$ cat src/hdl/periph_bus_pkg.sv
`default_nettype none

// Widths and word types of the peripheral memory bus
package periph_bus_pkg;

	localparam int addr_w = 14;	// 16K words
	localparam int data_w = 16;

	// Word address into the peripheral memory
	typedef logic [addr_w-1:0] mem_addr_t;

	typedef logic [data_w-1:0] mem_data_t;

	// One enable per byte, bit 0 is the low byte
	typedef logic [data_w/8-1:0] wr_mask_t;

endpackage

`default_nettype wire

$ cat src/hdl/periph_arb_pkg.sv
`default_nettype none

package periph_arb_pkg;

	// Arbiter state, doubles as the read return select
	typedef enum logic [1:0] {
		grant_cpu    = 2'd0,	// Idle state, CPU owns the memory
		grant_flash  = 2'd1,
		grant_bg0    = 2'd2,
		grant_sprite = 2'd3
	} grant_t;

endpackage

`default_nettype wire

$ cat src/hdl/periph_read_return.sv
`default_nettype none

module periph_read_return
	import periph_bus_pkg::*, periph_arb_pkg::*;
(
	input wire logic CLK,
	input wire logic RSTb,
	input wire grant_t grant,
	input wire logic ram_wr,
	input wire logic cpu_req,
	input wire mem_data_t ram_dout,
	output logic cpu_rd_done,
	output mem_data_t bg0_rdata,
	output logic bg0_rvalid,
	output mem_data_t sprite_rdata,
	output logic sprite_rvalid
);

	grant_t grant_q;	// Who owned the last access edge
	logic rd_q;
	logic rd_now;

	// An idle CPU slot is not a read
	assign rd_now = !ram_wr && ((grant != grant_cpu) || cpu_req);

	always_ff @(posedge CLK) begin
		if (!RSTb) begin
			grant_q <= grant_cpu;
			rd_q <= 1'b0;
		end else begin
			grant_q <= grant;
			rd_q <= rd_now;
		end
	end

	// RAM output is valid in this cycle, one pulse per access
	assign cpu_rd_done = rd_q && (grant_q == grant_cpu);
	assign bg0_rvalid = rd_q && (grant_q == grant_bg0);
	assign sprite_rvalid = rd_q && (grant_q == grant_sprite);

	assign bg0_rdata = ram_dout;
	assign sprite_rdata = ram_dout;

	// One strobe at most
	assert property (@(posedge CLK) disable iff (!RSTb)
		$onehot0({cpu_rd_done, bg0_rvalid, sprite_rvalid}));

	// Background and sprite slots never write
	assert property (@(posedge CLK) disable iff (!RSTb)
		((grant == grant_bg0) || (grant == grant_sprite)) |-> !ram_wr);

endmodule

`default_nettype wire

$ cat config.mk
export PLATFORM = sky130hd
export DESIGN_NAME = periph_read_return
export DESIGN_NICKNAME = d
export VERILOG_FILES = /design/src/hdl/periph_bus_pkg.sv /design/src/hdl/periph_arb_pkg.sv /design/src/hdl/periph_read_return.sv
export SDC_FILE = /design/constraint.sdc
export NUM_CORES = 1
export LEC_CHECK = 0
export BUFFER_PORTS_ARGS = -buffer_cell sky130_fd_sc_hd__buf_2
export CORE_AREA = 8 8 45 47
export CTS_BUF_LIST = sky130_fd_sc_hd__clkbuf_8
export DETAILED_ROUTE_END_ITERATION = 8
export DIE_AREA = 0 0 53 55
export MAX_ROUTING_LAYER = met4
export PLACE_DENSITY = 0.77
export RECOVER_POWER = 25
export SLEW_MARGIN = 20
export SYNTH_ARGS = -nofsm -noshare
export SYNTH_HDL_FRONTEND = slang
export SYNTH_SLANG_ARGS = --single-unit
$ cat constraint.sdc
create_clock -name CLK -period 2.1 [get_ports CLK]
set_clock_uncertainty 0.15 [all_clocks]
set_input_delay 0.42 -clock CLK [delete_from_list [all_inputs] [get_ports CLK]]
set_output_delay 0.42 -clock CLK [all_outputs]
set_load 0.02 [all_outputs]
==> flow_summary.toml <==
[power]
clkPwrFrac = 0.683
p_comb_frac = 0.056
cell_internal_pwr_mw = 0.193
vdd_ir_drop_max_mv = 0.362
total_power_mw = 0.240
leakage_nw = 0.109
p_seq_frac = 0.261
p_switching_mw = 0.0473
p_sw_frac = 0.197
powerDensity_nw_per_um2 = 1080

[setup_path]
critical_path_arrival_ns = 0.89
path_class = "register to output pin"
crit_fanout = 3
end_kind = "output pin"
critPathRequiredTime_ns = 1.53
cp-start-kind = "register"

[timing]
hold_viol = 0
timing.final.crit_share = 0.694
slew_headroom = 0.865
finalCriticalPeriod_ns = 1.46
finalMaxSlewViolations = 0
setup_viol = 0
setup_ws_ns = 0.643
fmax_mhz = 686
rsz0062_at_grt = "no"
tightest_slew_ns = 0.201
fin_tns_setup_ns = 0

[global_routing]
busiest_layer = "met4"
grt_pass1_wl_um = 779
gr-total-overflow = 0
antenna_found_initial = 0
use_met2 = 0.0449
use_met3 = 0.0428
grt_max_degree = 4
met1_usage = 0.0287
grt_pass1_vias = 175
gr-usage-all-layers = 0.0416

[clocking]
cts_buffers = 3
clk_path_buf_depth = 2
cts_tree = "built"
hold_buffers = 0
cts_sinks = 3
htree_levels = 1
root_buffer = "clkbuf_8"
post-cts-setup-buffer-count = 0
clkTransAtPathRegs_ns = 0.03
cts_resized = 0

[routing]
first_pass_iters = 1
via_per_inst = 3.56
finalWirelength_um = 487
vias = 139
drtIter0Drc = 0
drt-wirelength-per-cell_um = 12.5
drcViolationCount = 0
ant_nets = 0

[synth]
synthCells = 43
async_flop_share = 0
ys_ff_latch = 3
syn_area_per_cell_sq_um = 8.44
synthTopCellsByCount = "buf_4, dfxtp_1, nor3b_2"
synth_largest_area_cell = "buf_4"
syn_area_sq_um = 363
ys.flop_type = "dfxtp_1"
yosys-top-cells-area = "buf_4, dfxtp_1, nor3b_2"
syn_nets = 65
ys.warnings.count = 0
yosys.area.top_type_share = 0.662
ys_types = 9
synth-edff-count = 0
synth_seq_area_share = 0.166
synthMostInstantiatedCell = "buf_4"

[final_layout]
regArea_sq_um = 60.1
nFillCells = 152
area_growth_pct = -39.0
final_net_count = 46
layout-drive-gt1-share = 0.565
multi_input_area_sq_um = 57.6
n_antenna_cell = 0
layout.cells.non_filler = 39
fin_area_sq_um = 221

[placed_design]
place.gp.congestion = 0.643
preCtsSetupSlack_ns = 0.861
place_inst = 35
placed_cell_area_sq_um = 183
dpl.hpwl_um = 396
io_buffer_count = 8

[floorplan]
dieHeight_um = 55
core_area_sq_um = 1380
io_pins = 57
die_w_um = 53
fp.dieArea_sq_um = 2920
initial_core_util = 0.262
rows = 14

[job]
maxCapViolCount = 0

[status]
status = "completed"

[min_path]
hold_path_class = "input pin to register"
[flip-flops by register name, summed over array words and instances (netlist names)]
name     flops
grant_q      2
rd_q         1
[layout by cell type (no fill, tap or decap), types with 2 or more instances in the layout]
cell / synthesis / routed
buf_2: 0 / 7
clkbuf_8: 0 / 3
dfxtp_1: 3 / 3
nor3b_2: 2 / 2
[final timing paths]
kind	depth (start not counted)	to	start	slack [ns]
worst max-delay path	2	sprite_rvalid	grant_q[1]	0.64
worst min-delay path	2	rd_q	ram_wr	0.22
[power by group through the flow]
stage | clock (mW) | combinational (mW) | sequential [mW]
final | 0.164 | 0.0135 | 0.0627
after floorplan | 0 | 0.0960 | 0.0632
after CTS | 0.168 | 0.0150 | 0.0628
after global routing | 0.176 | 0.0150 | 0.0633
after global placement | 0 | 0.0144 | 0.0635
after detailed placement | 0 | 0.0149 | 0.0636
[routing by layer]
metal,routed length [um],vias to the layer above
li1,-,60
met1,147,52
met2,208,23
met3,108,4
met4,23,0
met5,0,-
[area by class of cell]
type,count,area share
repair buffers,8,0.175
clock inverters,1,0.0169
well taps,16,0.0904
flip-flops and latches,3,0.271
multi-input cells,8,0.260
clock buffers,3,0.186
[through the flow]
stage	hold slack [ns]	util
floorplan	0.340	-
detailed placement	0.447	0.132
global route	0.225	0.160
finish	0.224	0.160
global placement	0.443	0.132
CTS	0.222	0.165
[cells by family (layout without fill, tap and decap cells)]
kind of cell	Yosys count	after routing	synth area share
buffers and inverters	32	12	0.662
and+or+nand+nor	8	8	0.172
DFF	3	3	0.166
[critical path, stage by stage, from the launching register on]
cell     delay, ns
dfxtp_1       0.35
and3_1        0.16
buf_2         0.16
No activity file was read; power rests on OpenSTA's default activity.
