$ cat src/hdl/periph_bus_pkg.sv
`default_nettype none

// Widths and word types of the peripheral memory bus
package periph_bus_pkg;

	localparam int addr_w = 14;	// 16K words
	localparam int data_w = 16;

	// Word address into the peripheral memory
	typedef logic [addr_w-1:0] mem_addr_t;

	typedef logic [data_w-1:0] mem_data_t;

	// One enable per byte, bit 0 is the low byte
	typedef logic [data_w/8-1:0] wr_mask_t;

endpackage

`default_nettype wire

$ cat src/hdl/periph_arb_pkg.sv
`default_nettype none

package periph_arb_pkg;

	// Arbiter state, doubles as the read return select
	typedef enum logic [1:0] {
		grant_cpu    = 2'd0,	// Idle state, CPU owns the memory
		grant_flash  = 2'd1,
		grant_bg0    = 2'd2,
		grant_sprite = 2'd3
	} grant_t;

endpackage

`default_nettype wire

$ cat src/hdl/periph_axil_port.sv
`default_nettype none

module periph_axil_port
	import periph_bus_pkg::*, periph_arb_pkg::*;
#(
	parameter int AXI_ADDR_W = 16
) (
	input wire logic CLK,
	input wire logic RSTb,
	input wire logic [AXI_ADDR_W-1:0] awaddr,
	input wire logic awvalid,
	output logic awready,
	input wire mem_data_t wdata,
	input wire wr_mask_t wstrb,
	input wire logic wvalid,
	output logic wready,
	output logic [1:0] bresp,
	output logic bvalid,
	input wire logic bready,
	input wire logic [AXI_ADDR_W-1:0] araddr,
	input wire logic arvalid,
	output logic arready,
	output mem_data_t rdata,
	output logic [1:0] rresp,
	output logic rvalid,
	input wire logic rready,
	input wire grant_t grant,
	input wire mem_data_t ram_rdata,
	input wire logic cpu_rd_done,
	output logic cpu_req,
	output mem_addr_t cpu_addr,
	output mem_data_t cpu_wdata,
	output logic cpu_wr,
	output wr_mask_t cpu_wr_mask
);

	localparam logic [1:0] resp_okay = 2'b00;

	logic aw_pend;	// Write address held
	logic w_pend;	// Write data held
	logic ar_pend;	// Read waiting for a grant
	logic rd_wait;	// Read issued, data not back yet
	mem_addr_t aw_addr_r;
	mem_addr_t ar_addr_r;
	mem_data_t wdata_r;
	wr_mask_t wstrb_r;
	logic wr_go;
	logic rd_go;
	logic rd_back;

	// No new writes until the response has gone out
	assign awready = !aw_pend && !bvalid;
	assign wready = !w_pend && !bvalid;
	assign arready = !ar_pend && !rd_wait && !rvalid;

	assign bresp = resp_okay;
	assign rresp = resp_okay;

	// A complete write wins over a pending read
	assign cpu_wr = aw_pend && w_pend;
	assign cpu_req = cpu_wr || ar_pend;
	assign cpu_addr = cpu_wr ? aw_addr_r : ar_addr_r;
	assign cpu_wdata = wdata_r;
	assign cpu_wr_mask = wstrb_r;

	assign wr_go = cpu_wr && (grant == grant_cpu);
	assign rd_go = ar_pend && !cpu_wr && (grant == grant_cpu);
	assign rd_back = rd_wait && cpu_rd_done;

	always_ff @(posedge CLK) begin
		if (!RSTb) begin
			aw_pend <= 1'b0;
			w_pend <= 1'b0;
			ar_pend <= 1'b0;
			rd_wait <= 1'b0;
			bvalid <= 1'b0;
			rvalid <= 1'b0;
		end else begin
			if (awvalid && awready)
				aw_pend <= 1'b1;
			else if (wr_go)
				aw_pend <= 1'b0;

			if (wvalid && wready)
				w_pend <= 1'b1;
			else if (wr_go)
				w_pend <= 1'b0;

			if (wr_go)
				bvalid <= 1'b1;	// Write lands on this edge
			else if (bready)
				bvalid <= 1'b0;

			if (arvalid && arready)
				ar_pend <= 1'b1;
			else if (rd_go)
				ar_pend <= 1'b0;

			if (rd_go)
				rd_wait <= 1'b1;
			else if (cpu_rd_done)
				rd_wait <= 1'b0;

			if (rd_back)
				rvalid <= 1'b1;
			else if (rready)
				rvalid <= 1'b0;
		end
	end

	always_ff @(posedge CLK) begin
		if (awvalid && awready)
			aw_addr_r <= awaddr[addr_w:1];	// Byte to word address
		if (wvalid && wready) begin
			wdata_r <= wdata;
			wstrb_r <= wstrb;
		end
		if (arvalid && arready)
			ar_addr_r <= araddr[addr_w:1];
		if (rd_back)
			rdata <= ram_rdata;
	end

	// Responses hold until the master takes them
	assert property (@(posedge CLK) disable iff (!RSTb)
		bvalid && !bready |=> bvalid);
	assert property (@(posedge CLK) disable iff (!RSTb)
		rvalid && !rready |=> rvalid && $stable(rdata));

	// A request passed over by the arbiter is presented again unchanged
	assert property (@(posedge CLK) disable iff (!RSTb)
		cpu_req && (grant != grant_cpu) |=>
			cpu_req && ($past(cpu_wr) ? (cpu_wr && $stable(cpu_addr)
			&& $stable(cpu_wdata) && $stable(cpu_wr_mask)) : 1'b1));

endmodule

`default_nettype wire

$ cat config.mk
export PLATFORM = sky130hd
export DESIGN_NAME = periph_axil_port
export DESIGN_NICKNAME = d
export VERILOG_FILES = /design/src/hdl/periph_bus_pkg.sv /design/src/hdl/periph_arb_pkg.sv /design/src/hdl/periph_axil_port.sv
export SDC_FILE = /design/constraint.sdc
export NUM_CORES = 1
export LEC_CHECK = 0
export BUFFER_PORTS_ARGS = -buffer_cell sky130_fd_sc_hd__buf_2
export CORE_AREA = 2 2 56 111
export DETAILED_ROUTE_END_ITERATION = 10
export DIE_AREA = 0 0 58 113
export PLACE_DENSITY = 0.76
export SETUP_SLACK_MARGIN = 0.4
export SLEW_MARGIN = 20
export SYNTH_ARGS = -nofsm -noshare
export SYNTH_HDL_FRONTEND = slang
export SYNTH_SLANG_ARGS = --single-unit
$ cat constraint.sdc
create_clock -name CLK -period 3.02 [get_ports CLK]
set_input_delay 0.151 -clock CLK [delete_from_list [all_inputs] [get_ports CLK]]
set_output_delay 0.151 -clock CLK [all_outputs]
set_load 0.01 [all_outputs]
==> flow_summary.toml <==
[floorplan]
io_pins = 135
fp.dieW_um = 58
core-area_sq_um = 5660
die_area_sq_um = 6550
die_h_um = 113
fp-row-count = 39
start_util_pct = 42.2

[hold_path]
hold_depth = 1
min_from = "wdata[0]"
worstHoldEndpoint = "cpu_wdata[0]"
hold_path.class = "in -> reg"

[placement]
place_congestion = 0.787
port_buffers = 126
hpwlAfterDp_um = 3640
placed_cells = 299
pre_cts_ws_ns = 1.47

[timing]
fin_crit_ns = 1.63
setup_viol = 0
rsz0062_at_grt = "no"
timing.hold.ws_ns = 0.0143
slew_headroom_pct = 47.1
tightest_slew_ns = 0.794
hold_violations = 0
worst_slack_ns = 1.39
finalCritPeriodShare_pct = 54.1
setup_tns_ns = 0
finClkSkew_ns = 0.00894
maxSlewViolCount = 0
clock.fmax_mhz = 613

[finish]
final_common_cell = "buf_2"
instances_no_fill = 373
syn2layout_area_growth_pct = 67.8
drive_gt1_share_pct = 51.9
layout_common_cells = "126 x buf_2, 62 x edfxtp_1, 58 x dlygate4sd3_1"
final_core_util_pct = 70.8
antennaDiodeCount = 0
nets = 383
n_fill_cell = 362

[logic_synthesis]
synth_area_leaders = "edfxtp_1 78%, dfxtp_1 5.0%, mux2_2 3.8%, mux2_4 3.8%, buf_4 1.3%"
yosysWarningCount = 0
ys_seq_area_share_pct = 83.0
synthCells = 113
syn_area_per_cell_sq_um = 21.1
yosys_register_bits = 68
synth_area_sq_um = 2390
synth_largest_type_area_fraction_pct = 78.0
yosysTopAreaCell = "edfxtp_1"
synth.distinct_cells = 24

[setup_path]
worstPathCellList = "nand2_4 > mux2_4 > buf_2"
crit_path_start_kind = "flip-flop"
crit_buf_inv = 1
worstPathArrival_ns = 1.48
crit_slowest_cell = "dfxtp_1"
r2r_start = "w_pend"
r2r_end = "cpu_wdata[9]"
reg2reg_depth = 2
max_stage_delay_ns = 0.44
cpLargestDelayFamily = "flip-flops"
critPathKind = "reg -> out"
end_kind = "output pin"
path_max_fanout = 18
required_ns = 2.87
rrSetupSlack_ns = 1.46

[detailed_routing]
avgViaCountPerCell = 4.70
wl_per_cell_um = 15.7
drt_iter0_markers = 44
drc = 0
dr_total_vias = 1753
drt-total-wl_um = 5850
antenna_left = 0
firstDrtPassIters = 4

[pwr]
vdd_drop_max_mv = 0.719
p_leak_nw = 1.72
p_per_area_nw_per_um2 = 636

[clock_tree]
cts_resized = 0
htree_levels = 3
clockRootBuffer = "clkbuf_16"
cts_sinks = 68
ctsHoldBuffers = 58
numCtsBuffers = 9
cts_setup_buffers = 0
clock_tree.buffer_depth = 2
clock_latency_ns = 0.33
clk_pin_slew_ns = 0.06
cts_tree = "yes"

[grt]
grtUsageTotal_pct = 18.5
grt_pass1_wl_um = 8560
grt_pass1_vias = 1872
antenna_found_initial = 0
grt_max_degree = 19
overflow = 0

[flow_run]
max-cap-violations = 0

[run_status]
status = "finished, final reports clean"
-- Yosys cell counts --
library cell  number
or2b_1             1
nor4b_1            1
buf_8              1
nor2_1             2
nor4bb_1           1
dfxtp_1            6
o31ai_1            1
a211oi_1           1
o221a_2            2
nor3_1             1
edfxtp_1          62
conb_1             1
o21a_1             2
nor2b_1            4
nand2_4            1
o2bb2ai_1          1
inv_1              1
or2_2              1
nand2_1            1
and2_1             3
mux2_2             8
nand3b_1           1
mux2_4             6
buf_4              4
-- worst reg2reg max path, cell delays in order, from the launching register on --
cell     delay (ns)
dfxtp_1        0.37
nor2_1         0.15
and2_1         0.66
-- cell type report --
cell class	count	area [sq um]	share of cell area [%]
clock buffer	10	239	5.97
multi-input combinational	42	374	9.34
tap	61	76.3	1.91
clock inverter	6	111	2.78
inverter	1	3.75	0.0937
sequential	68	1980	49.5
timing repair buffer	185	1220	30.4
-- logic make-up after synthesis --
family | count (synthesis) | share of synthesized area, %
flops | 68 | 83.0
other cells | 1 | 0.157
mux | 14 | 7.55
simple gates | 17 | 4.66
buf+inv | 6 | 2.04
compound gates | 7 | 2.57
-- how the worst max path moves through the flow --
stage / startpoint / to / slack [ns] / cells after the start
after global routing: w_pend / cpu_addr[12] / 1.32 / 3
final: w_pend / cpu_addr[11] / 1.39 / 3
after CTS: w_pend / cpu_addr[10] / 1.38 / 3
after detailed placement: w_pend / cpu_wdata[7] / 1.47 / 2
after floorplan: rd_wait / ar_addr_r[0] / 0.60 / 1
after global placement: w_pend / cpu_wdata[14] / 1.54 / 2
-- registers in the layout, indices dropped and copies added (netlist names) --
register     flops
aw_pend          1
cpu_wr_mask      2
ar_pend          1
aw_addr_r       14
ar_addr_r       14
w_pend           1
rvalid           1
bvalid           1
rd_wait          1
rdata           16
cpu_wdata       16
-- stage by stage --
| stage | total power [mW] | cell area (sq um) |
|---|---|---|
| 2_1_floorplan | 1.21 | 2400 |
| 3_3_place_gp | 1.30 | 3070 |
| 3_5_place_dp | 1.30 | 3070 |
| 4_1_cts | 2.56 | 4010 |
| 5_1_grt | 2.63 | 4010 |
| 6_report | 2.55 | 4010 |
-- power by group --
part	total, mW	internal, mW	switching, mW	leakage, nW
logic	0.243	0.139	0.103	0.924
registers	1.10	1.09	0.0182	0.632
clock network	1.20	0.828	0.372	0.169
total	2.55	2.05	0.494	1.72
-- metal layers --
metal | global-route usage (%) | part of all wire (%) | vias to the layer above
li1 | - | - | 821
met1 | 17.0 | 32 | 830
met2 | 34.1 | 59 | 91
met3 | 6.06 | 7.0 | 11
met4 | 10.2 | 2.0 | 0
met5 | 0 | 0 | -
No activity file was read; power rests on OpenSTA's default activity.
