**config.mk**
```make
export PLATFORM = sky130hd
export DESIGN_NAME = periph_memory_arbiter
export DESIGN_NICKNAME = d
export VERILOG_FILES = /design/src/hdl/periph_bus_pkg.sv /design/src/hdl/periph_arb_pkg.sv /design/src/hdl/periph_memory_arbiter.sv
export SDC_FILE = /design/constraint.sdc
export NUM_CORES = 1
export LEC_CHECK = 0
export ABC_AREA = 1
export BUFFER_PORTS_ARGS = -buffer_cell sky130_fd_sc_hd__buf_2
export CAP_MARGIN = 10
export CORE_ASPECT_RATIO = 0.6
export CORE_MARGIN = 5
export CORE_UTILIZATION = 28
export DETAILED_ROUTE_END_ITERATION = 8
export GPL_TIMING_DRIVEN = 0
export PLACE_DENSITY = 0.95
export REMOVE_ABC_BUFFERS = 1
export SYNTH_ARGS = -nofsm -noshare
export SYNTH_HDL_FRONTEND = slang
export SYNTH_SLANG_ARGS = --single-unit
```
**constraint.sdc**
```tcl
create_clock -name CLK -period 1.9 [get_ports CLK]
set_input_delay 0.095 -clock CLK [delete_from_list [all_inputs] [get_ports CLK]]
set_output_delay 0.095 -clock CLK [all_outputs]
set_load 0.01 [all_outputs]
```
**src/hdl/periph_bus_pkg.sv**
```systemverilog
`default_nettype none

// Widths and word types of the peripheral memory bus
package periph_bus_pkg;

	localparam int addr_w = 14;	// 16K words
	localparam int data_w = 16;

	// Word address into the peripheral memory
	typedef logic [addr_w-1:0] mem_addr_t;

	typedef logic [data_w-1:0] mem_data_t;

	// One enable per byte, bit 0 is the low byte
	typedef logic [data_w/8-1:0] wr_mask_t;

endpackage

`default_nettype wire

```
**src/hdl/periph_arb_pkg.sv**
```systemverilog
`default_nettype none

package periph_arb_pkg;

	// Arbiter state, doubles as the read return select
	typedef enum logic [1:0] {
		grant_cpu    = 2'd0,	// Idle state, CPU owns the memory
		grant_flash  = 2'd1,
		grant_bg0    = 2'd2,
		grant_sprite = 2'd3
	} grant_t;

endpackage

`default_nettype wire

```
**src/hdl/periph_memory_arbiter.sv**
```systemverilog
`default_nettype none

module periph_memory_arbiter
	import periph_bus_pkg::*, periph_arb_pkg::*;
(
	input wire logic CLK,
	input wire logic RSTb,
	output grant_t grant,
	output mem_addr_t ram_addr,
	output mem_data_t ram_din,
	output logic ram_wr,
	output wr_mask_t ram_wr_mask,
	input wire logic sprite_valid,
	input wire mem_addr_t sprite_addr,
	input wire logic bg0_valid,
	input wire mem_addr_t bg0_addr,
	input wire logic fl_valid,
	input wire mem_addr_t fl_addr,
	input wire mem_data_t fl_data,
	input wire logic cpu_req,
	input wire mem_addr_t cpu_addr,
	input wire mem_data_t cpu_wdata,
	input wire logic cpu_wr,
	input wire wr_mask_t cpu_wr_mask
);

	grant_t state;
	logic held;	// Current owner still wants the memory

	assign grant = state;

	always_comb begin
		case (state)
			grant_sprite: held = sprite_valid;
			grant_bg0:    held = bg0_valid;
			grant_flash:  held = fl_valid;
			default:      held = 1'b0;
		endcase
	end

	always_ff @(posedge CLK) begin
		if (!RSTb)
			state <= grant_cpu;
		else if (state == grant_cpu) begin
			if (sprite_valid)
				state <= grant_sprite;
			else if (bg0_valid)
				state <= grant_bg0;
			else if (fl_valid)
				state <= grant_flash;
		end else if (!held)
			state <= grant_cpu;	// Back to idle, CPU gets the slot
	end

	// Access mux follows the state directly
	always_comb begin
		ram_din = cpu_wdata;
		ram_wr_mask = '0;
		ram_wr = 1'b0;
		case (state)
			grant_cpu: begin
				ram_addr = cpu_addr;
				ram_wr = cpu_req && cpu_wr;
				ram_wr_mask = cpu_wr_mask;
			end
			grant_flash: begin
				ram_addr = fl_addr;
				ram_din = fl_data;
				ram_wr = 1'b1;
				ram_wr_mask = '1;	// Flash always writes whole words
			end
			grant_bg0:
				ram_addr = bg0_addr;
			default:
				ram_addr = sprite_addr;
		endcase
	end

	assert property (@(posedge CLK) disable iff (!RSTb)
		(((state == grant_sprite) && sprite_valid) || ((state == grant_bg0) && bg0_valid)
		|| ((state == grant_flash) && fl_valid)) |=> $stable(state));

endmodule

`default_nettype wire

```
==> results of run 1 <==
## power breakdown
| part | switching, mW | internal, mW |
|---|---|---|
| logic | 0.319 | 0.245 |
| clock network | 0.0307 | 0.134 |
| registers | 0.0168 | 0.0487 |
## cell families after synthesis
logic type / count (synthesis)
simple gates: 136
compound gates: 5
flops: 2
buf+inv: 15
## worst max-delay path, cell delays in order (launching register included)
cell,delay [ps]
dfxtp_1,540
nand2_4,220
inv_4,290
nand2_1,100
nand4_1,80
buf_2,130
## layer usage
layer | vias to the layer above | track usage, % | wire [um]
met1 | 590 | 20.2 | 1370
met3 | 2 | 3.29 | 486
li1 | 752 | - | -
met2 | 75 | 33.5 | 1700
met5 | - | 0 | 0
met4 | 0 | 5.81 | 17
## cell usage in the layout, fill, tap and decap left out, types with 2 or more instances in the layout
master | synthesis | final
dfxtp_1 | 2 | 2
inv_2 | 3 | 2
clkbuf_8 | 0 | 3
buf_2 | 6 | 131
nand3_1 | 4 | 4
nand4_1 | 14 | 14
a21oi_1 | 2 | 2
nand2_1 | 112 | 112
inv_1 | 4 | 4
## timing repair
item,CTS,global route
resized for setup,1,1
hold buffers,0,0
setup endpoints to repair,10,18
buffers inserted,0,0
## how the worst min path moves through the flow
stage | slack [ps] | to | cells after the start | from
floorplan | 230 | grant[0] | 2 | RSTb
global placement | 340 | grant[1] | 3 | RSTb
detailed placement | 340 | grant[1] | 3 | RSTb
CTS | 120 | grant[1] | 3 | RSTb
global route | 150 | grant[1] | 3 | RSTb
finish | 130 | grant[1] | 3 | RSTb
## final cells by class
type                    instances  area [um^2]
clock buffers                   3         41.3
flip-flops and latches          2         40.0
fillers                       261         1070
multi-input cells             141          607
inverters                       7         28.8
repair buffers                131          656
well taps                      32         40.0
==> flow_summary.toml, run 1 <==
[flow_run]
max-cap-violations = 0

[yosys]
synth_edf_count = 0
synthCells = 158
ys_seq_elements = 2
synthTopCellsByCount = "nand2_1, nand4_1, buf_2, inv_1, nand3_1"
synth-compound-area-share_pct = 4.17
synth_most_common_cell = "nand2_1"
netlist_top_cells_area = "nand2_1, nand4_1, dfxtp_1, buf_2, buf_6"
synth_top_family_by_area = "simple AND/OR/NAND/NOR gates"
synth_area_um2 = 721
synth-simple-area-share_pct = 79.3
yosys.area_share.adder_pct = 0
async_flop_share_pct = 0
syn_area_per_cell_um2 = 4.56
ys_warn_count = 0
yosysTopAreaCellShare_pct = 58.3
synth_mux_area_share_pct = 0
synth_cell_types = 17
synth_xor_area_share_pct = 0
ys.flop_type = "dfxtp_1"
synth.largest_area_cell = "nand2_1"
seq_area_frac_synth_pct = 5.56

[clock_network]
cts_buffers = 3
path_clk_slew_ps = 30
cts_tree = "built"
clk_latency_ps = 210
root_buffer = "clkbuf_8"
clk_path_buf_depth = 2
htreeDepth = 1
clock-sinks = 2

[sta]
relSlewSlack_pct = 57.4
drv_slew = 0
fin_crit_sh_pct = 87.6
tightest_slew_ps = 638
max_freq_mhz = 601
whs_ps = 129
layout_min_cycle_time_ps = 1660
fin_ws_ps = 236
setup_viol = 0
final-hold-violation-count = 0
tns_ps = 0
rsz0062_at_grt = "no"
finClkSkew_ps = 3.17

[drt]
ant_nets = 0
vias_per_cell = 4.49
finalWirelength_um = 3570
drt-initial-drc-count = 23
num_vias = 1419
avgRoutedWirePerCell_um = 11.3
dr.pass1.iters = 4
drcViolationCount = 0

[layout]
final_area_um2 = 1410
largest_reg_flops = 2
finalNonFillerCells = 316
layout-drive-gt1-share_pct = 50.0
diodes = 0
final_util_pct = 56.8
layout.nets = 383
area_delta_synth_final_pct = 96.0

[pwr]
ir_drop_uv = 257
fin_total_pwr_mw = 0.795
leakage_nw = 0.908
p_per_area_nw_per_um2 = 562

[global_route]
grtUsageTotal_pct = 18.1
grt_pass1_wl_um = 5510
antenna_found_initial = 0
grt_max_degree = 31
overflow = 0
grt_pass1_vias = 1307

[floorplan]
initial_utilization_pct = 29.0
die_area_um2 = 3720
ioPinCount = 132
die_h_um = 49.3
core_um2 = 2490
fp.dieW_um = 75.5
row_count = 14

[worst_hold_path]
hold_path_class = "in2reg"

[placed_design]
placedCellCount = 313
place_congestion = 0.851
dp_hpwl_um = 2930
dpl_cell_area_um2 = 1360
dp_slack_ps = 193
io_buffers = 131

[critical_path]
cp-end-kind = "output port"
critPathArrivalTime_ps = 1570
startpoint = "grant[0]"
cp-start-kind = "flop"
r2r-end = "grant[0]"
r2r_start = "grant[0]"
required_ps = 1800
crit_type = "reg2out"
path_max_fanout = 30
worst-r2r-cell-count = 4
rrSetupSlack_ps = 470
critical_path.endpoint = "ram_addr[11]"

[outcome]
status = "completed"
Note: power is estimated with default switching activity, not from simulation.
==> run 2, diff against run 1 <==
- CORE_UTILIZATION: 28 -> 24
- MAX_ROUTING_LAYER: not set -> met4
- PLACE_DENSITY: 0.95 -> 0.89
- clock period: 1.9 -> 1.5 ns (I/O delays scaled with it)
==> run 2 against run 1 <==
Against the previous run: register-to-register slack worse by 210 ps; critical path depth is 1 higher; routed wire length is 2.5% higher; total power is 35% higher.
==> flow_summary.toml, run 2 (synthesized netlist as in run 1, its figures left out) <==
[critical_path]
cpPeakStageDelay_ps = 360
critPathTopFamily = "buffers and inverters"
rrSetupSlack_ps = 260
cp-start-kind = "flop"
r2r_start = "grant[0]"
r2r-end = "grant[0]"
required_ps = 1420
worst-r2r-cell-count = 6
cp-end-kind = "output port"
path_max_fanout = 30
crit_type = "reg2out"
crit_chain = "inv_2, nand2_8, inv_12, nand2_1, nand4_1, buf_2"
critPathArrivalTime_ps = 1350
cp_slowest_cell = "dfxtp_2"
critPathBufInv = 3

[layout]
final-seq-area_um2 = 42.5
layout-drive-gt1-share_pct = 51.0
nFillCells = 295
final_area_um2 = 1480
final_util_pct = 51.5
layout.nets = 385
multi_input_comb_area_um2 = 621
diodes = 0
largest_reg_flops = 2
final_cell_mix = "buf_2, nand2_1, nand4_1"
area_delta_synth_final_pct = 105
final_common_cell = "buf_2"

[placed_design]
dp_hpwl_um = 2980
io_buffers = 131
place_congestion = 0.730
dpl_cell_area_um2 = 1380

[floorplan]
die_h_um = 52.4
ioPinCount = 132
initial_utilization_pct = 25.1
die_area_um2 = 4230
row_count = 15
fp.dieW_um = 80.7
core_um2 = 2870

[clock_network]
clk_latency_ps = 210
cts_tree = "built"
path_clk_slew_ps = 30
htreeDepth = 1
clk_path_buf_depth = 2
hold_buffers = 0
clock-sinks = 2
root_buffer = "clkbuf_8"
cts_buffers = 3

[sta]
final-hold-violation-count = 0
fin_crit_sh_pct = 95.0
setup_viol = 0
max_freq_mhz = 702
tns_ps = 0
relSlewSlack_pct = 72.9
layout_min_cycle_time_ps = 1420
tightest_slew_ps = 405
rsz0062_at_grt = "no"
finClkSkew_ps = 0.121
drv_slew = 0

[drt]
drcViolationCount = 0
ant_nets = 0
vias_per_cell = 4.37
dr.pass1.iters = 4
finalWirelength_um = 3660
drt-initial-drc-count = 34
avgRoutedWirePerCell_um = 11.2
num_vias = 1434

[worst_hold_path]
holdPathEnd = "grant[1]"
hold_depth = 3
hold_path_class = "in2reg"
hold_start = "RSTb"

[global_route]
grtUsageTotal_pct = 16.4
overflow = 0
antenna_found_initial = 0
grt_pass1_vias = 1325
grt_pass1_wl_um = 5440
grt_max_degree = 31

[pwr]
p_per_area_nw_per_um2 = 724
ir_drop_uv = 710
fin_total_pwr_mw = 1.07
leakage_nw = 0.923

[outcome]
status = "completed"

[flow_run]
max-cap-violations = 0
## run 2: what timing repair did
item,CTS,global route
pin swaps,0,2
buffers inserted,0,2
resized for setup,7,3
setup endpoints to repair,30,29
## run 2: area by class of cell
cell class                      count  share of cell area [%]
Clock buffer                        3                    2.79
Inverter                            7                    2.62
Multi-Input combinational cell    141                    42.0
Sequential cell                     2                    2.88
Tap cell                           42                    3.55
Timing Repair Buffer              133                    46.2
## run 2: through the flow
| step | hold slack [ps] | std cells | setup slack [ps] |
|---|---|---|---|
| after floorplan | 207 | 150 | 124 |
| after global placement | 317 | 323 | -173 |
| after detailed placement | 322 | 323 | -177 |
| after CTS | 91.6 | 326 | 29.1 |
| after global routing | 106 | 328 | 5.86 |
| final | 93.4 | 328 | 75.4 |
## run 2: worst min-delay path, stage by stage
cell and delay [ps]:
buf_2 90, inv_1 60, a21oi_1 40
## run 2: routing by layer
layer  up-vias  wire, um  global-route usage [%]
li1        758         -                       -
met3         4       333                    2.75
met2        60      1770                    29.3
met4         0        26                    5.06
met1       612      1530                    19.1
met5         -         0                       -
## run 2: worst max-delay path by stage
stage                       end  startpoint  cells after the start
floorplan           ram_addr[0]    grant[0]                      4
global placement    ram_addr[5]    grant[0]                      5
detailed placement  ram_addr[5]    grant[0]                      5
CTS                 ram_addr[5]    grant[1]                      6
global route        ram_addr[2]    grant[1]                      6
finish              ram_addr[5]    grant[1]                      6
## run 2: power by group
part / internal, mW / switching [mW] / total, mW
registers: 0.0636 / 0.0249 / 0.0884
clock network: 0.170 / 0.0469 / 0.217
logic: 0.340 / 0.426 / 0.766
==> run 3, diff against run 2 <==
- CORE_UTILIZATION: 24 -> 28
- PLACE_DENSITY: 0.89 -> 0.95
- clock period: 1.5 -> 1.7 ns (I/O delays scaled with it)
==> run 3 against run 2 <==
Against the previous run: critical path depth is the same; utilization is 5.7 points higher; combinational power decreased by 17%; sequential share of layout area up 0.11 points; sequential power decreased by 12%; total power shrank 16%; critical endpoint is now ram_addr[11].
==> flow_summary.toml, run 3 (synthesized netlist as in run 1, its figures left out) <==
[sta]
layout_min_cycle_time_ps = 1500
whs_ps = 112
max_freq_mhz = 667
tightest_slew_ps = 378
tns_ps = 0
fin_crit_sh_pct = 88.2
final-hold-violation-count = 0
finClkSkew_ps = 1.25
relSlewSlack_pct = 74.7
rsz0062_at_grt = "no"
setup_viol = 0
drv_slew = 0

[floorplan]
die_h_um = 49.3
ioPinCount = 132
fp.dieW_um = 75.5
die_area_um2 = 3720
row_count = 14
core_um2 = 2490
initial_utilization_pct = 29.0

[worst_hold_path]
hold_path_class = "in2reg"
hold_start = "RSTb"
hold_depth = 3

[critical_path]
cp-end-kind = "output port"
cpPeakStageDelay_ps = 360
path_max_fanout = 30
critPathArrivalTime_ps = 1410
r2r_start = "grant[0]"
worst-r2r-cell-count = 6
crit_chain = "inv_2, nand2_4, inv_6, nand2_1, nand4_1, buf_2"
cp-start-kind = "flop"
crit_type = "reg2out"
cp_slowest_cell = "dfxtp_2"
required_ps = 1620
startpoint = "grant[1]"

[global_route]
antenna_found_initial = 0
grt_pass1_vias = 1303
grt_pass1_wl_um = 5510
overflow = 0
grtUsageTotal_pct = 18.6
grt_max_degree = 31

[layout]
layout.nets = 383
final_area_um2 = 1420
final_common_cell = "buf_2"
largest_reg_flops = 2
final_cell_mix = "buf_2, nand2_1, nand4_1"
diodes = 0
layout-drive-gt1-share_pct = 50.7
area_delta_synth_final_pct = 97.4

[drt]
dr.pass1.iters = 4
avgRoutedWirePerCell_um = 11.3
ant_nets = 0
num_vias = 1415
finalWirelength_um = 3580
drcViolationCount = 0
drt-initial-drc-count = 28
vias_per_cell = 4.48

[pwr]
ir_drop_uv = 262
p_per_area_nw_per_um2 = 632
leakage_nw = 0.909

[flow_run]
max-cap-violations = 0

[clock_network]
htreeDepth = 1
path_clk_slew_ps = 30
clock-sinks = 2
root_buffer = "clkbuf_8"
clk_path_buf_depth = 2
cts_setup_buffers = 0
cts_tree = "built"
clk_latency_ps = 210
cts_buffers = 3

[placed_design]
dpl_cell_area_um2 = 1360
dp_hpwl_um = 2930
io_buffers = 131
place_congestion = 0.864

[outcome]
status = "completed"
## run 3: changes by cell type in the layout (fill, tap and decap cells not counted), sizes merged
cell and change:
buf -2
## run 3: cell type report
cell class,instances,area [um^2]
fill,260,1060
timing repair buffer,131,656
tap,32,40.0
sequential,2,42.5
clock buffer,3,41.3
inverter,7,31.3
multi-input combinational,141,612
## run 3: timing repair
action / 4_1_cts / 5_1_grt
gates resized for setup: 3 / 3
hold buffers: 0 / 0
setup endpoints to repair: 30 / 18
## run 3: where the power goes
| group | total [mW] | leakage, nW | switching, mW | internal (mW) |
|---|---|---|---|---|
| clock | 0.186 | 0.0216 | 0.0360 | 0.150 |
| sequential | 0.0776 | 0.0172 | 0.0214 | 0.0561 |
| combinational | 0.635 | 0.871 | 0.358 | 0.277 |
| total | 0.898 | 0.909 | 0.416 | 0.482 |
## run 3: layer usage
metal  track usage (%)  wire length [um]  vias to the layer above
met1              20.9              1370                      583
li1                  -                 -                      753
met3              2.06               470                        2
met2              33.5              1720                       77
met5                 -                 0                        -
met4              5.81                17                        0
## run 3: metrics by stage
stage               power, mW  util (%)  setup WS [ps]  cells
floorplan               0.397         -            314    150
finish                  0.898      57.2            201    316
global placement        0.700      54.8           13.4    313
detailed placement      0.706      54.8           3.44    313
global route            0.992      57.2           77.9    316
CTS                     0.905      56.9           41.3    316
## run 3: critical path: cells and delay by family (launching register included)
family	cells	cell delay, ps
buffers and inverters	3	500
AND/OR/NAND/NOR	3	340
flip-flops	1	360
## run 3: worst paths after layout
path	to	slack, ps
setup / recovery	ram_addr[11]	200
hold / removal	grant[1]	110
setup reg to reg	grant[0]	480
hold reg to reg	grant[1]	560
